**src/logic/bus_layer_defs.svh**
```systemverilog
// Frame length, bus timing and fixed address constants of the bus layer.
// Include this header in any RTL file that needs one of these values.
`ifndef BUS_LAYER_DEFS_SVH
`define BUS_LAYER_DEFS_SVH

// a frame is 8 address bits followed by 32 data bits.
`define BUS_FRAME_BITS 40

// CLK_EXT cycles of CLKIN high that close a frame.
`define BUS_IDLE_CYCLES 12

// CLK_EXT cycles per transmitted bit. The clock is low for the first half.
`define BUS_BIT_CYCLES 4

`define BUS_MASTER_ADDR 4'h1 // short address used in master mode.
`define BUS_BCAST_PREFIX 4'hF // prefix shared by all broadcast frames.
`define BUS_CTRL_FUNC 4'h0 // broadcast function of the control channel.

`endif

```
**src/logic/bus_layer_pkg.sv**
```systemverilog
// Types shared by the bus layer modules.
// Refer to them by scoped name, for example bus_layer_pkg::bus_addr_t.
`default_nettype none

package bus_layer_pkg;

	// address byte of a frame, sent first on the bus.
	typedef struct packed
	{
		logic [3:0] prefix; // short prefix, or the broadcast prefix.
		logic [3:0] func; // function, or channel for broadcasts.
	} bus_addr_t;

	// how the decoder classified an accepted frame.
	typedef enum logic [1:0]
	{
		FRAME_UNICAST = 2'd0,
		FRAME_BROADCAST = 2'd1,
		FRAME_CONTROL = 2'd2
	} frame_kind_e;

	// Command field of a control-channel frame, held in data bits 31..28.
	// Values not listed here are ignored by the layer.
	typedef enum logic [3:0]
	{
		CMD_SET_ADDR = 4'h2, // new short address in data bits 3..0.
		CMD_INVALIDATE = 4'h3
	} ctrl_cmd_e;

endpackage

`default_nettype wire

```
**src/logic/bus_frame_if.sv**
```systemverilog
// Carries one decoded frame from the frame decoder to its consumers.
// Valid and bad are single-cycle pulses and the payload is held with them.
`timescale 1ns/1ps
`default_nettype none

interface bus_frame_if;

	logic frame_valid; // accepted frame, one cycle.
	bus_layer_pkg::frame_kind_e frame_kind;
	bus_layer_pkg::bus_addr_t frame_addr;
	logic [31:0] frame_data;
	logic frame_bad; // frame closed with a wrong bit count.

	modport decoder (output frame_valid, frame_kind, frame_addr, frame_data, frame_bad);

	// the control executor only looks at control frames and their data.
	modport exec (input frame_valid, frame_kind, frame_data);

	modport result (input frame_valid, frame_kind, frame_addr, frame_data, frame_bad);

endinterface

`default_nettype wire

```
**src/logic/bus_layer_top.sv**
```systemverilog
// Top level of the serial-bus layer interface. It joins the frame decoder,
// the control-channel executor, the receive result stage and the transmit
// serializer. Only wiring lives here.
`timescale 1ns/1ps
`default_nettype none

module bus_layer_top
(
	input  logic CLK_EXT,
	input  logic RESETn_local,
	input  logic MASTER_EN,
	input  logic CLKIN,
	input  logic DIN,
	output logic CLKOUT,
	output logic DOUT,
	input  logic [7:0] TX_ADDR,
	input  logic [31:0] TX_DATA,
	input  logic TX_REQ,
	output logic TX_ACK,
	output logic TX_SUCC,
	output logic [7:0] RX_ADDR,
	output logic [31:0] RX_DATA,
	output logic RX_REQ,
	input  logic RX_ACK,
	output logic RX_BROADCAST,
	output logic RX_FAIL
);

	logic [3:0] own_addr;
	logic own_addr_valid;

	bus_frame_if frame_bus ();

	frame_decoder u_frame_decoder
	(
		.CLK_EXT(CLK_EXT),
		.RESETn_local(RESETn_local),
		.clkin(CLKIN),
		.din(DIN),
		.own_addr(own_addr),
		.own_addr_valid(own_addr_valid),
		.frame(frame_bus)
	);

	ctrl_channel_exec u_ctrl_channel_exec
	(
		.CLK_EXT(CLK_EXT),
		.RESETn_local(RESETn_local),
		.master_en(MASTER_EN),
		.frame(frame_bus),
		.own_addr(own_addr),
		.own_addr_valid(own_addr_valid)
	);

	rx_result_stage u_rx_result_stage
	(
		.CLK_EXT(CLK_EXT),
		.RESETn_local(RESETn_local),
		.frame(frame_bus),
		.rx_addr(RX_ADDR),
		.rx_data(RX_DATA),
		.rx_req(RX_REQ),
		.rx_ack(RX_ACK),
		.rx_broadcast(RX_BROADCAST),
		.rx_fail(RX_FAIL)
	);

	tx_serializer u_tx_serializer
	(
		.CLK_EXT(CLK_EXT),
		.RESETn_local(RESETn_local),
		.clkin(CLKIN),
		.din(DIN),
		.tx_addr(TX_ADDR),
		.tx_data(TX_DATA),
		.tx_req(TX_REQ),
		.tx_ack(TX_ACK),
		.tx_succ(TX_SUCC),
		.clkout(CLKOUT),
		.dout(DOUT)
	);

endmodule

`default_nettype wire

```
**src/logic/ctrl_channel_exec.sv**
```systemverilog
// Address register of the bus layer. It executes the control-channel
// commands that set and invalidate the short address, and presents the
// fixed master address instead when master mode is on.
`timescale 1ns/1ps
`default_nettype none

`include "bus_layer_defs.svh"

module ctrl_channel_exec
(
	input  logic CLK_EXT,
	input  logic RESETn_local,
	input  logic master_en,
	bus_frame_if.exec frame,
	output logic [3:0] own_addr,
	output logic own_addr_valid
);

	logic [3:0] addr_q;
	logic addr_valid_q;
	logic ctrl_hit;
	logic [3:0] cmd;

	// a master never takes commands from the control channel.
	assign ctrl_hit = frame.frame_valid && !master_en &&
		(frame.frame_kind == bus_layer_pkg::FRAME_CONTROL);
	assign cmd = frame.frame_data[31:28];

	always_ff @(posedge CLK_EXT or negedge RESETn_local)
	begin
		if (!RESETn_local)
		begin
			addr_q <= 4'h0;
			addr_valid_q <= 1'b0;
		end
		else if (ctrl_hit)
		begin
			case (cmd)
				bus_layer_pkg::CMD_SET_ADDR:
				begin
					// Enumeration only assigns a layer that has no address yet,
					// so a repeated command does not move an enumerated layer.
					if (!addr_valid_q)
					begin
						addr_q <= frame.frame_data[3:0];
						addr_valid_q <= 1'b1;
					end
				end
				bus_layer_pkg::CMD_INVALIDATE:
				begin
					addr_q <= 4'h0;
					addr_valid_q <= 1'b0;
				end
				default: ; // unknown commands are absorbed without effect.
			endcase
		end
	end

	assign own_addr = master_en ? `BUS_MASTER_ADDR : addr_q;
	assign own_addr_valid = master_en || addr_valid_q;

endmodule

`default_nettype wire

```
**src/logic/frame_decoder.sv**
```systemverilog
// Receive side of the bus layer. It synchronizes CLKIN and DIN, takes a bit
// on every clock rise and closes the frame after a long enough idle high.
// Accepted frames are classified and presented on the frame interface.
`timescale 1ns/1ps
`default_nettype none

`include "bus_layer_defs.svh"

module frame_decoder
(
	input  logic CLK_EXT,
	input  logic RESETn_local,
	input  logic clkin,
	input  logic din,
	input  logic [3:0] own_addr,
	input  logic own_addr_valid,
	bus_frame_if.decoder frame
);

	localparam int FRAME_BITS = `BUS_FRAME_BITS;
	localparam int IDLE_CYCLES = `BUS_IDLE_CYCLES;
	localparam int IDLE_W = $clog2(IDLE_CYCLES + 1);

	logic clk_s1, clk_s2, clk_prev;
	logic din_s1, din_s2;
	logic clk_rise;
	logic [FRAME_BITS-1:0] shift_q;
	logic [5:0] bit_cnt;
	logic [IDLE_W-1:0] idle_cnt;
	logic frame_end;
	bus_layer_pkg::bus_addr_t rx_addr;
	bus_layer_pkg::frame_kind_e rx_kind;
	logic rx_accept;

	// the idle bus is high, so the synchronizer comes out of reset high.
	always_ff @(posedge CLK_EXT or negedge RESETn_local)
	begin
		if (!RESETn_local)
		begin
			clk_s1 <= 1'b1;
			clk_s2 <= 1'b1;
			clk_prev <= 1'b1;
			din_s1 <= 1'b1;
			din_s2 <= 1'b1;
		end
		else
		begin
			clk_s1 <= clkin;
			clk_s2 <= clk_s1;
			clk_prev <= clk_s2;
			din_s1 <= din;
			din_s2 <= din_s1;
		end
	end

	assign clk_rise = clk_s2 && !clk_prev;
	assign frame_end = clk_s2 && (idle_cnt == IDLE_W'(IDLE_CYCLES - 1));

	// Address classification. Only frames this layer must see are accepted;
	// unicast frames to any other prefix are dropped here without a trace.
	assign rx_addr = shift_q[FRAME_BITS-1 -: 8];

	always_comb
	begin
		rx_kind = bus_layer_pkg::FRAME_UNICAST;
		rx_accept = 1'b0;
		if (rx_addr.prefix == `BUS_BCAST_PREFIX)
		begin
			rx_accept = 1'b1;
			if (rx_addr.func == `BUS_CTRL_FUNC)
				rx_kind = bus_layer_pkg::FRAME_CONTROL;
			else
				rx_kind = bus_layer_pkg::FRAME_BROADCAST;
		end
		else if (own_addr_valid && (rx_addr.prefix == own_addr))
			rx_accept = 1'b1;
	end

	always_ff @(posedge CLK_EXT or negedge RESETn_local)
	begin
		if (!RESETn_local)
		begin
			bit_cnt <= '0;
			idle_cnt <= '0;
			frame.frame_valid <= 1'b0;
			frame.frame_bad <= 1'b0;
		end
		else
		begin
			frame.frame_valid <= 1'b0;
			frame.frame_bad <= 1'b0;
			if (!clk_s2)
				idle_cnt <= '0;
			else if (idle_cnt != IDLE_W'(IDLE_CYCLES))
				idle_cnt <= idle_cnt + 1'b1; // stops at the limit so a frame ends once.
			if (frame_end)
			begin
				bit_cnt <= '0;
				if (bit_cnt == 6'(FRAME_BITS))
					frame.frame_valid <= rx_accept;
				else if (bit_cnt != '0)
					frame.frame_bad <= 1'b1;
			end
			else if (clk_rise && (bit_cnt != '1))
				bit_cnt <= bit_cnt + 1'b1; // saturates, so long frames still count as bad.
		end
	end

	always_ff @(posedge CLK_EXT)
	begin
		if (clk_rise)
			shift_q <= {shift_q[FRAME_BITS-2:0], din_s2}; // MSB arrives first.
		if (frame_end)
		begin
			frame.frame_kind <= rx_kind;
			frame.frame_addr <= rx_addr;
			frame.frame_data <= shift_q[FRAME_BITS-9:0];
		end
	end

endmodule

`default_nettype wire

```
**src/logic/rx_result_stage.sv**
```systemverilog
// Holds a received unicast or broadcast frame for the host and runs the
// RX_REQ/RX_ACK level handshake. A frame that finds the stage busy is
// dropped, and that and every bad frame give a one-cycle RX_FAIL.
`timescale 1ns/1ps
`default_nettype none

module rx_result_stage
(
	input  logic CLK_EXT,
	input  logic RESETn_local,
	bus_frame_if.result frame,
	output logic [7:0] rx_addr,
	output logic [31:0] rx_data,
	output logic rx_req,
	input  logic rx_ack,
	output logic rx_broadcast,
	output logic rx_fail
);

	logic data_frame;
	logic busy;

	// control frames stay inside the layer.
	assign data_frame = frame.frame_valid &&
		(frame.frame_kind != bus_layer_pkg::FRAME_CONTROL);

	// the host still holds ack high until it sees req fall.
	assign busy = rx_req || rx_ack;

	always_ff @(posedge CLK_EXT or negedge RESETn_local)
	begin
		if (!RESETn_local)
		begin
			rx_req <= 1'b0;
			rx_broadcast <= 1'b0;
			rx_fail <= 1'b0;
		end
		else
		begin
			rx_fail <= frame.frame_bad || (data_frame && busy);
			if (rx_req && rx_ack)
				rx_req <= 1'b0; // host took the frame.
			else if (data_frame && !busy)
			begin
				rx_req <= 1'b1;
				rx_broadcast <= (frame.frame_kind == bus_layer_pkg::FRAME_BROADCAST);
			end
		end
	end

	// holding registers, loaded only when the host side is free.
	always_ff @(posedge CLK_EXT)
	begin
		if (data_frame && !busy)
		begin
			rx_addr <= frame.frame_addr;
			rx_data <= frame.frame_data;
		end
	end

endmodule

`default_nettype wire

```
**src/logic/tx_serializer.sv**
```systemverilog
// Transmit side of the bus layer. A host frame taken over TX_REQ/TX_ACK is
// shifted out MSB first on CLKOUT/DOUT, followed by an idle high tail and a
// TX_SUCC pulse. While idle the incoming bus is passed on one cycle late.
`timescale 1ns/1ps
`default_nettype none

`include "bus_layer_defs.svh"

module tx_serializer
(
	input  logic CLK_EXT,
	input  logic RESETn_local,
	input  logic clkin,
	input  logic din,
	input  logic [7:0] tx_addr,
	input  logic [31:0] tx_data,
	input  logic tx_req,
	output logic tx_ack,
	output logic tx_succ,
	output logic clkout,
	output logic dout
);

	localparam int FRAME_BITS = `BUS_FRAME_BITS;
	localparam int BIT_CYCLES = `BUS_BIT_CYCLES;
	localparam int IDLE_CYCLES = `BUS_IDLE_CYCLES;
	localparam int CNT_W = $clog2((IDLE_CYCLES > BIT_CYCLES) ? IDLE_CYCLES : BIT_CYCLES);

	typedef enum logic [1:0]
	{
		IDLE,
		SEND,
		TAIL,
		DONE
	} tx_state_e;

	tx_state_e state;
	logic [FRAME_BITS-1:0] shift_q;
	logic [5:0] bit_cnt;
	logic [CNT_W-1:0] phase_cnt; // bit phase in SEND, tail length in TAIL.
	logic clk_fwd_q, din_fwd_q;

	always_ff @(posedge CLK_EXT or negedge RESETn_local)
	begin
		if (!RESETn_local)
		begin
			state <= IDLE;
			bit_cnt <= '0;
			phase_cnt <= '0;
			tx_ack <= 1'b0;
			clk_fwd_q <= 1'b1;
			din_fwd_q <= 1'b1;
		end
		else
		begin
			clk_fwd_q <= clkin;
			din_fwd_q <= din;
			if (tx_ack && !tx_req)
				tx_ack <= 1'b0;
			case (state)
				IDLE:
				begin
					if (tx_req && !tx_ack)
					begin
						tx_ack <= 1'b1;
						bit_cnt <= '0;
						phase_cnt <= '0;
						state <= SEND;
					end
				end
				SEND:
				begin
					if (phase_cnt == CNT_W'(BIT_CYCLES - 1))
					begin
						phase_cnt <= '0;
						bit_cnt <= bit_cnt + 1'b1;
						if (bit_cnt == 6'(FRAME_BITS - 1))
							state <= TAIL;
					end
					else
						phase_cnt <= phase_cnt + 1'b1;
				end
				TAIL:
				begin
					if (phase_cnt == CNT_W'(IDLE_CYCLES - 1))
						state <= DONE;
					else
						phase_cnt <= phase_cnt + 1'b1;
				end
				default: state <= IDLE; // DONE lasts one cycle.
			endcase
		end
	end

	// the frame is loaded on the accepting cycle and moves on each bit end.
	always_ff @(posedge CLK_EXT)
	begin
		if ((state == IDLE) && tx_req && !tx_ack)
			shift_q <= {tx_addr, tx_data};
		else if ((state == SEND) && (phase_cnt == CNT_W'(BIT_CYCLES - 1)))
			shift_q <= {shift_q[FRAME_BITS-2:0], 1'b0};
	end

	always_comb
	begin
		case (state)
			SEND:
			begin
				clkout = (phase_cnt >= CNT_W'(BIT_CYCLES / 2));
				dout = shift_q[FRAME_BITS-1];
			end
			TAIL:
			begin
				clkout = 1'b1;
				dout = 1'b1;
			end
			default:
			begin
				clkout = clk_fwd_q; // pass the bus on when not sending.
				dout = din_fwd_q;
			end
		endcase
	end

	assign tx_succ = (state == DONE);

endmodule

`default_nettype wire
```
**config.mk**
```make
export PLATFORM = sky130hd
export DESIGN_NAME = bus_layer_top
export DESIGN_NICKNAME = d
export VERILOG_FILES = /design/src/logic/bus_layer_pkg.sv /design/src/logic/bus_frame_if.sv /design/src/logic/bus_layer_top.sv /design/src/logic/ctrl_channel_exec.sv /design/src/logic/frame_decoder.sv /design/src/logic/rx_result_stage.sv /design/src/logic/tx_serializer.sv
export VERILOG_INCLUDE_DIRS = /design/src /design/src/logic
export SDC_FILE = /design/constraint.sdc
export NUM_CORES = 1
export LEC_CHECK = 0
export ABC_CLOCK_PERIOD_IN_PS = 4550
export BUFFER_PORTS_ARGS = -buffer_cell sky130_fd_sc_hd__buf_2
export CORE_MARGIN = 10
export CORE_UTILIZATION = 55
export DETAILED_ROUTE_END_ITERATION = 16
export GPL_ROUTABILITY_DRIVEN = 0
export PLACE_DENSITY = 0.76
export RECOVER_POWER = 100
export SLEW_MARGIN = 20
export SYNTH_ARGS = -nofsm -noshare
export SYNTH_HDL_FRONTEND = slang
export SYNTH_SLANG_ARGS = --single-unit
```
**constraint.sdc**
```tcl
create_clock -name CLK_EXT -period 4.55 [get_ports CLK_EXT]
set_input_delay 0.2275 -clock CLK_EXT [delete_from_list [all_inputs] [get_ports CLK_EXT]]
set_output_delay 0.2275 -clock CLK_EXT [all_outputs]
set_load 0.02 [all_outputs]
```
**Word level (Yosys, flattened, before mapping)**

Index checks and enable logic that the tools add are counted.

- Flip-flop bits (word level): 200
- Bits of input ports: 47
- Output and inout bits: 47
- Logic and storage cells: 131

- $add $sub $neg: 4
- Magnitude comparators: 1
- Eq/ne operators: 24
- Mux-type cells: 37
- Bitwise logic cells: 1
- Reductions and logical operators: 38

Operators with widths:

| operator | count |
|---|---|
| $mux W40 | 2 |
| $mux W4 | 7 |
| $mux W6 | 4 |
| $logic_and A1 B1 Y1 | 15 |
| $add A6 B1 Y6 const B | 2 |
| $eq A4 B2 Y1 const B | 3 |
| $eq A4 B4 Y1 const B | 3 |
| $eq A6 B6 Y1 const B | 2 |
| $mux W1 | 12 |
| $pmux W4 S3 | 1 |
| $pmux W6 S2 | 1 |
| $mux W2 | 5 |
| $reduce_bool A2 Y1 | 5 |
| $reduce_and A3 Y1 | 3 |
| $add A4 B1 Y4 const B | 2 |
| $ne A2 B1 Y1 const B | 4 |
| $ne A2 B2 Y1 const B | 4 |
| $pmux W4 S2 | 1 |
| $eq A2 B2 Y1 const B | 3 |
| $ne A6 B6 Y1 const B | 1 |
| $pmux W1 S2 | 3 |
| $pmux W2 S3 | 1 |
| $reduce_bool A6 Y1 | 1 |
| $logic_not A1 Y1 | 5 |
| other kinds (11) | 15 |

**Logic depth before layout (Yosys ltp)**

- Depth after elaboration: 7
- Gate-level depth with buffers: 6
- Gate-level depth less buffers: 6

**Modules after synthesis**

A second synthesis with hierarchy kept.

- Cell total of the unflattened synthesis: 425
- Area, all modules: 7638.6 um2

Modules (own cells, without submodules):

| module | instances | cells an instance | area each (um2) | seq. area each (um2) |
|---|---|---|---|---|
| frame_decoder | 1 | 165 | 3335.7 | 2894.0 |
| tx_serializer | 1 | 183 | 2663.8 | 1579.0 |
| rx_result_stage | 1 | 53 | 1348.8 | 1276.2 |
| ctrl_channel_exec | 1 | 24 | 290.3 | 125.1 |

**Least setup slack after synthesis**

No wires, ideal clock.

- Path type: flip-flop to flip-flop
- Start point: register u_rx_result_stage.rx_req
- End point: register u_rx_result_stage.rx_addr[0] (enable)
- Setup time: 0.490 ns
- Data arrival time: 3.340 ns
- Required time: 4.060 ns
- Setup slack: 0.720 ns
- Cell stages (with the launch flop): 2
- Path buffers: 0
- Clock period less this slack: 3.830 ns
- Cells stage by stage: dfrtp_1 nor3_1

- Word-level cells in the longest chain between the ends: 3

Ends and longest elaborated chain:

| item | RTL line | text |
|---|---|---|
| from (decl) | rx_result_stage.sv:14 | `output logic rx_req,` |
| from (signal assigned) | rx_result_stage.sv:34 | `rx_req <= 1'b0;` |
| from (signal assigned) | rx_result_stage.sv:42 | `rx_req <= 1'b0;` |
| from (signal assigned) | rx_result_stage.sv:45 | `rx_req <= 1'b1;` |
| $logic_or A1 B1 Y1 | rx_result_stage.sv:28 | `assign busy = rx_req \|\| rx_ack;` |
| $logic_not A1 Y1 | rx_result_stage.sv:54 | `if (data_frame && !busy)` |
| $logic_and A1 B1 Y1 | rx_result_stage.sv:54 |  |
| to (signal assigned) | rx_result_stage.sv:56 | `rx_addr <= frame.frame_addr;` |
| to (decl) | rx_result_stage.sv:12 | `output logic [7:0] rx_addr,` |

No other way between the ends.
A chain may end at the register's enable or synchronous reset.

**Final worst setup path**

- Start point: register u_tx_serializer.state[0]
- End point: register u_tx_serializer.shift_q[24] (enable)

- Word-level cells in the longest chain between the ends: 4
- Elaborated cells between the ends (all ways): 6
- Those cells by class: eq/ne (1); reduce/logical (5)

Ends and longest elaborated chain:

| item | RTL line | text |
|---|---|---|
| from (decl) | tx_serializer.sv:37 | `tx_state_e state;` |
| from (signal assigned) | tx_serializer.sv:47 | `state <= IDLE;` |
| from (signal assigned) | tx_serializer.sv:68 | `state <= SEND;` |
| from (signal assigned) | tx_serializer.sv:78 | `state <= TAIL;` |
| $logic_not A2 Y1 | tx_serializer.sv:98 | `if ((state == IDLE) && tx_req && !tx_ack)` |
| $logic_and A1 B1 Y1 (2 in a row) | tx_serializer.sv:98 |  |
| $reduce_bool A2 Y1 (no source line) * | n/a |  |
| to (signal assigned) | tx_serializer.sv:99 | `shift_q <= {tx_addr, tx_data};` |
| to (signal assigned) | tx_serializer.sv:101 | `shift_q <= {shift_q[FRAME_BITS-2:0], 1'b0};` |
| to (decl) | tx_serializer.sv:38 | `logic [FRAME_BITS-1:0] shift_q;` |

Mark *: on every way between the ends. The rest lies on a longest branch, timed or not.

==> impl_summary.txt <==
----------------------------------------------------
[Drt]
  Initial DRT Pass Iterations ... 4
  Vias after detailed routing ... just under 4k
  Number of DRC violations after detailed routing ... 0
  Initial drt markers ... 297
  Per-cell routed wire length ... 17.1 µm
  Vias per std cell ... 5.37
  Antenna-violating nets left ... 0
  Total Wirelength ... 12.5 mm

[Timing]
  Unrepaired setup endpoints after global routing ... no
  Setup-failing EPs final ... 0
  Final TNS setup ... 0 ns
  Achievable clock frequency ... 0.307 GHz
  Transition time at the pin with the least slew margin ... 2.16 ns
  Post-layout min period ... 3.25 ns
  Pins Over Slew Limit ... 149
  Final hold slack ... 0.0516 ns
  Count of endpoints failing hold in the final timing report ... 0
  Relative slew slack ... -44.4%
  Clock tree skew after final layout ... roughly 0.012 ns
  Share of the clock period used by the worst path after layout ... just over 70%

[Finish]
  Most frequent standard cell in the layout excluding fill and tap cells ... edfxtp_1
  NumNets Final ... 597
  Area growth syn-to-layout ... 17.3%
  Commonest cells after routing, fill and taps aside ... 162 x edfxtp_1, 50 x clkbuf_1, 45 x buf_2
  Fraction of final layout cells sized beyond drive strength 1 ... 14.7%
  Number of diodes added for antenna fixing ... 0
  Count of non-filler cells in the finished layout ... 728

[Global route]
  Sum of overflow across all layers after global routing ... 0
  Global-route wire length before repair ... 20.4 mm
  Number of global-route vias before repair ... 4,033
  Number of antenna violations at the first check in global routing ... 0
  Total GRT Usage ... about 14%
  Pin count of the biggest net entering global routing ... about 50

[Floorplanning]
  Number of top-level pins ... 94
  Vertical die dimension ... 136 µm
  Horiz. Die Dim ... 136 µm
  Placement Rows ... between 40 and 50
  Die area ... between 0.015 and 0.02 mm²
  Std-Cell Core Area ... 0.0132 mm²
  Initial Utilization ... a little under three fifths

[Status]
  Violations in the final reports ... capacitance limit, slew limit
  Outcome ... finished, violations left

[Flow run]
  Max-cap violations ... 4

[CTS]
  # clock sinks ... 200
  Insertion delay to the later sink of the worst-skew pair ... 0.43 ns
  Register clock-pin slew on the reported worst setup and hold paths ... 0.07 ns
  Number of buffers added for setup after CTS ... 0
  Maximum level of the CTS H-tree ... 4
  Number of buffers created by CTS ... 17
  Hold buffers post-CTS ... 4
  Count of cells resized by post-cts repair ... 0
  Maximum clock path buffer count ... 2
  Clock root buffer ... clkbuf_16
  TritonCTS clock tree ... done

[Power]
  Power, Total ... 4.44 mW
  Design internal power ... between 3 and 4 mW
  Power density cells ... 508 mW/mm²
  Worst-case vdd ir drop ... 0.359 mV
  Comb pwr share ... 14.1%
  Leakage power ... 3.14 nW
  Clock network fraction of design power ... 34.7%
  Psw ... roughly 1.1 mW
  Switching share of total power ... between 20% and 30%
  Share of power burned in registers ... 51.2%

[Synthesis]
  Average footprint of a synthesized cell ... between 15 and 20 µm²
  Gate count of the mapped netlist ... 427
  Seq cells post-synth ... 200
  Area leader, netlist ... edfxtp_1
  Number of enable flip-flop cells after synthesis ... around 160
  Mapped Area ... 0.00744 mm²
  Top cells by area in the synthesized netlist ... edfxtp_1 65%, dfrtp_1 11%, mux2_1 6.2%
  Proportion of netlist area held by the largest area contributor ... 65.4%
  Sequential cell area fraction in the yosys report ... about 78%
  Flip-flop cell with the highest count after synthesis ... edfxtp_1
  Net Count, Synth ... 485
  Async S/R FF share, synth ... 19.0%
  Number of synthesis warnings ... 0
  Number of distinct library cells after synthesis ... 48

[Setup path]
  Source of the critical timing path ... u_tx_serializer.state[0]
  Family with the most delay on the worst path ... buffers and inverters
  Critical-path maximum fanout ... 40
  Worst EP required ... 4.59 ns
  WP data arrival ... 3.29 ns
  RR Startpoint ... u_tx_serializer.state[0]
  Slowest-stage cell, CP ... clkbuf_1
  Reg-to-reg endpoint ... u_tx_serializer.shift_q[24]
  Setup slack on the worst flop-to-flop path ... 1.30 ns
  CP startpoint kind ... flop
  Longest individual stage delay on the worst path ... ~0.90 ns
  Sequence of cells on the critical path ... inv_1, ha_1, nand2_1, buf_4, nand2_1, clkbuf_1
  Worst Reg-to-Reg Cells ... 6
  Instance count on the critical path ... 6
  Setup Crit Path Kind ... reg2reg
  Crit path capture ... u_tx_serializer.shift_q[24]
  Cell mode on critical path ... nand2_1
  Buffers plus inverters on the worst setup path ... 3
  Worst setup EP type ... flop

[Place]
  Port-buffer cells ... 93
  Hpwl dp ... between 8 and 9 mm
  Total placed cells including tap cells ... 691

[Worst hold path]
  Worst hold-check path type ... in2reg

----------------------------------------------------
power groups by stage:
| stage | Sequential, mW | Clock [mW] | Combinational [mW] |
|---|---|---|---|
| final | 2.27 | 1.54 | 0.625 |
| after global routing | 2.29 | 1.65 | 0.706 |
| after CTS | 2.27 | 1.57 | 0.653 |
| after detailed placement | 2.31 | 0 | 0.647 |
| after global placement | 2.30 | 0 | 0.618 |
| after floorplan | 2.28 | 0 | 0.485 |
final cells by class:
cell class	count	area [µm²]
clock inverters	15	195
repair buffers	101	488
well taps	176	220
multi-input cells	201	1510
flip-flops and latches	200	5820
inverters	18	67.6
fillers	948	4510
clock buffers	17	425
stage by stage:
stage | area, µm² | utilization (%) | worst slack, ns
global placement | 8130 | 61.4 | 1.90
CTS | 8790 | 66.4 | 1.79
finish | 8730 | 65.9 | 1.30
global route | 8730 | 65.9 | 0.956
detailed placement | 8130 | 61.4 | 1.77
floorplan | 7440 | - | 0.720
cell usage after synthesis (3+ instances only):
| library cell | n |
|---|---|
| dfstp_2 | 5 |
| and4b_1 | 3 |
| nor2b_1 | 8 |
| o21ai_0 | 4 |
| nand4_1 | 5 |
| nand3_1 | 9 |
| inv_1 | 16 |
| nor3b_1 | 3 |
| edfxtp_1 | 162 |
| nand2_1 | 22 |
| clkbuf_1 | 8 |
| dfrtp_1 | 33 |
| a21oi_1 | 8 |
| xnor2_1 | 8 |
| mux2_1 | 41 |
| ha_1 | 11 |
| a31oi_1 | 4 |
| nand2b_1 | 6 |
| a221oi_1 | 3 |
| mux2i_1 | 5 |
| nor2_1 | 19 |
| a22oi_1 | 4 |
| o21ai_1 | 8 |
sequential cells by signal, summed over array words and instances, names as in the netlist, 4 cells and up:
register / flops
u_frame_decoder.bit_cnt: 6
u_tx_serializer.phase_cnt: 4
u_frame_decoder.shift_q: 40
u_rx_result_stage.rx_addr: 8
u_tx_serializer.bit_cnt: 6
u_frame_decoder.frame.frame_addr: 8
u_tx_serializer.shift_q: 40
u_frame_decoder.frame.frame_data: 32
u_ctrl_channel_exec.addr_q: 4
u_frame_decoder.idle_cnt: 4
u_rx_result_stage.rx_data: 32
routing by layer:
layer / routed length [µm] / vias up / GRT usage, %
met4: 174 / 0 / 6.21
met5: 0 / - / 0
met3: 935 / 12 / 5.39
met1: 5100 / 1931 / 16.3
li1: - / 1843 / -
met2: 6250 / 123 / 23.2
kinds of logic (layout without fill, tap and decap cells):
kind of cell / after synthesis / after routing / synth area share, %
buf+inv: 26 / 151 / 1.31
compound gates: 48 / 48 / 4.47
fa+ha+maj: 11 / 11 / 1.85
mux: 46 / 46 / 6.88
simple gates: 87 / 87 / 6.20
xor+xnor: 9 / 9 / 1.06
flops: 200 / 200 / 78.2
how the worst min path moves through the flow:
stage               slack, ns         start  cells past startpoint                             to
floorplan               -0.07  RESETn_local                      0  u_ctrl_channel_exec.addr_q[0]
finish                   0.05        TX_REQ                      2         u_tx_serializer.tx_ack
detailed placement       0.33         CLKIN                      1      u_tx_serializer.clk_fwd_q
CTS                      0.03        TX_REQ                      2         u_tx_serializer.tx_ack
global placement         0.33         CLKIN                      1      u_tx_serializer.clk_fwd_q
global route             0.04        TX_REQ                      2         u_tx_serializer.tx_ack
(Power assumes the default switching activity.)
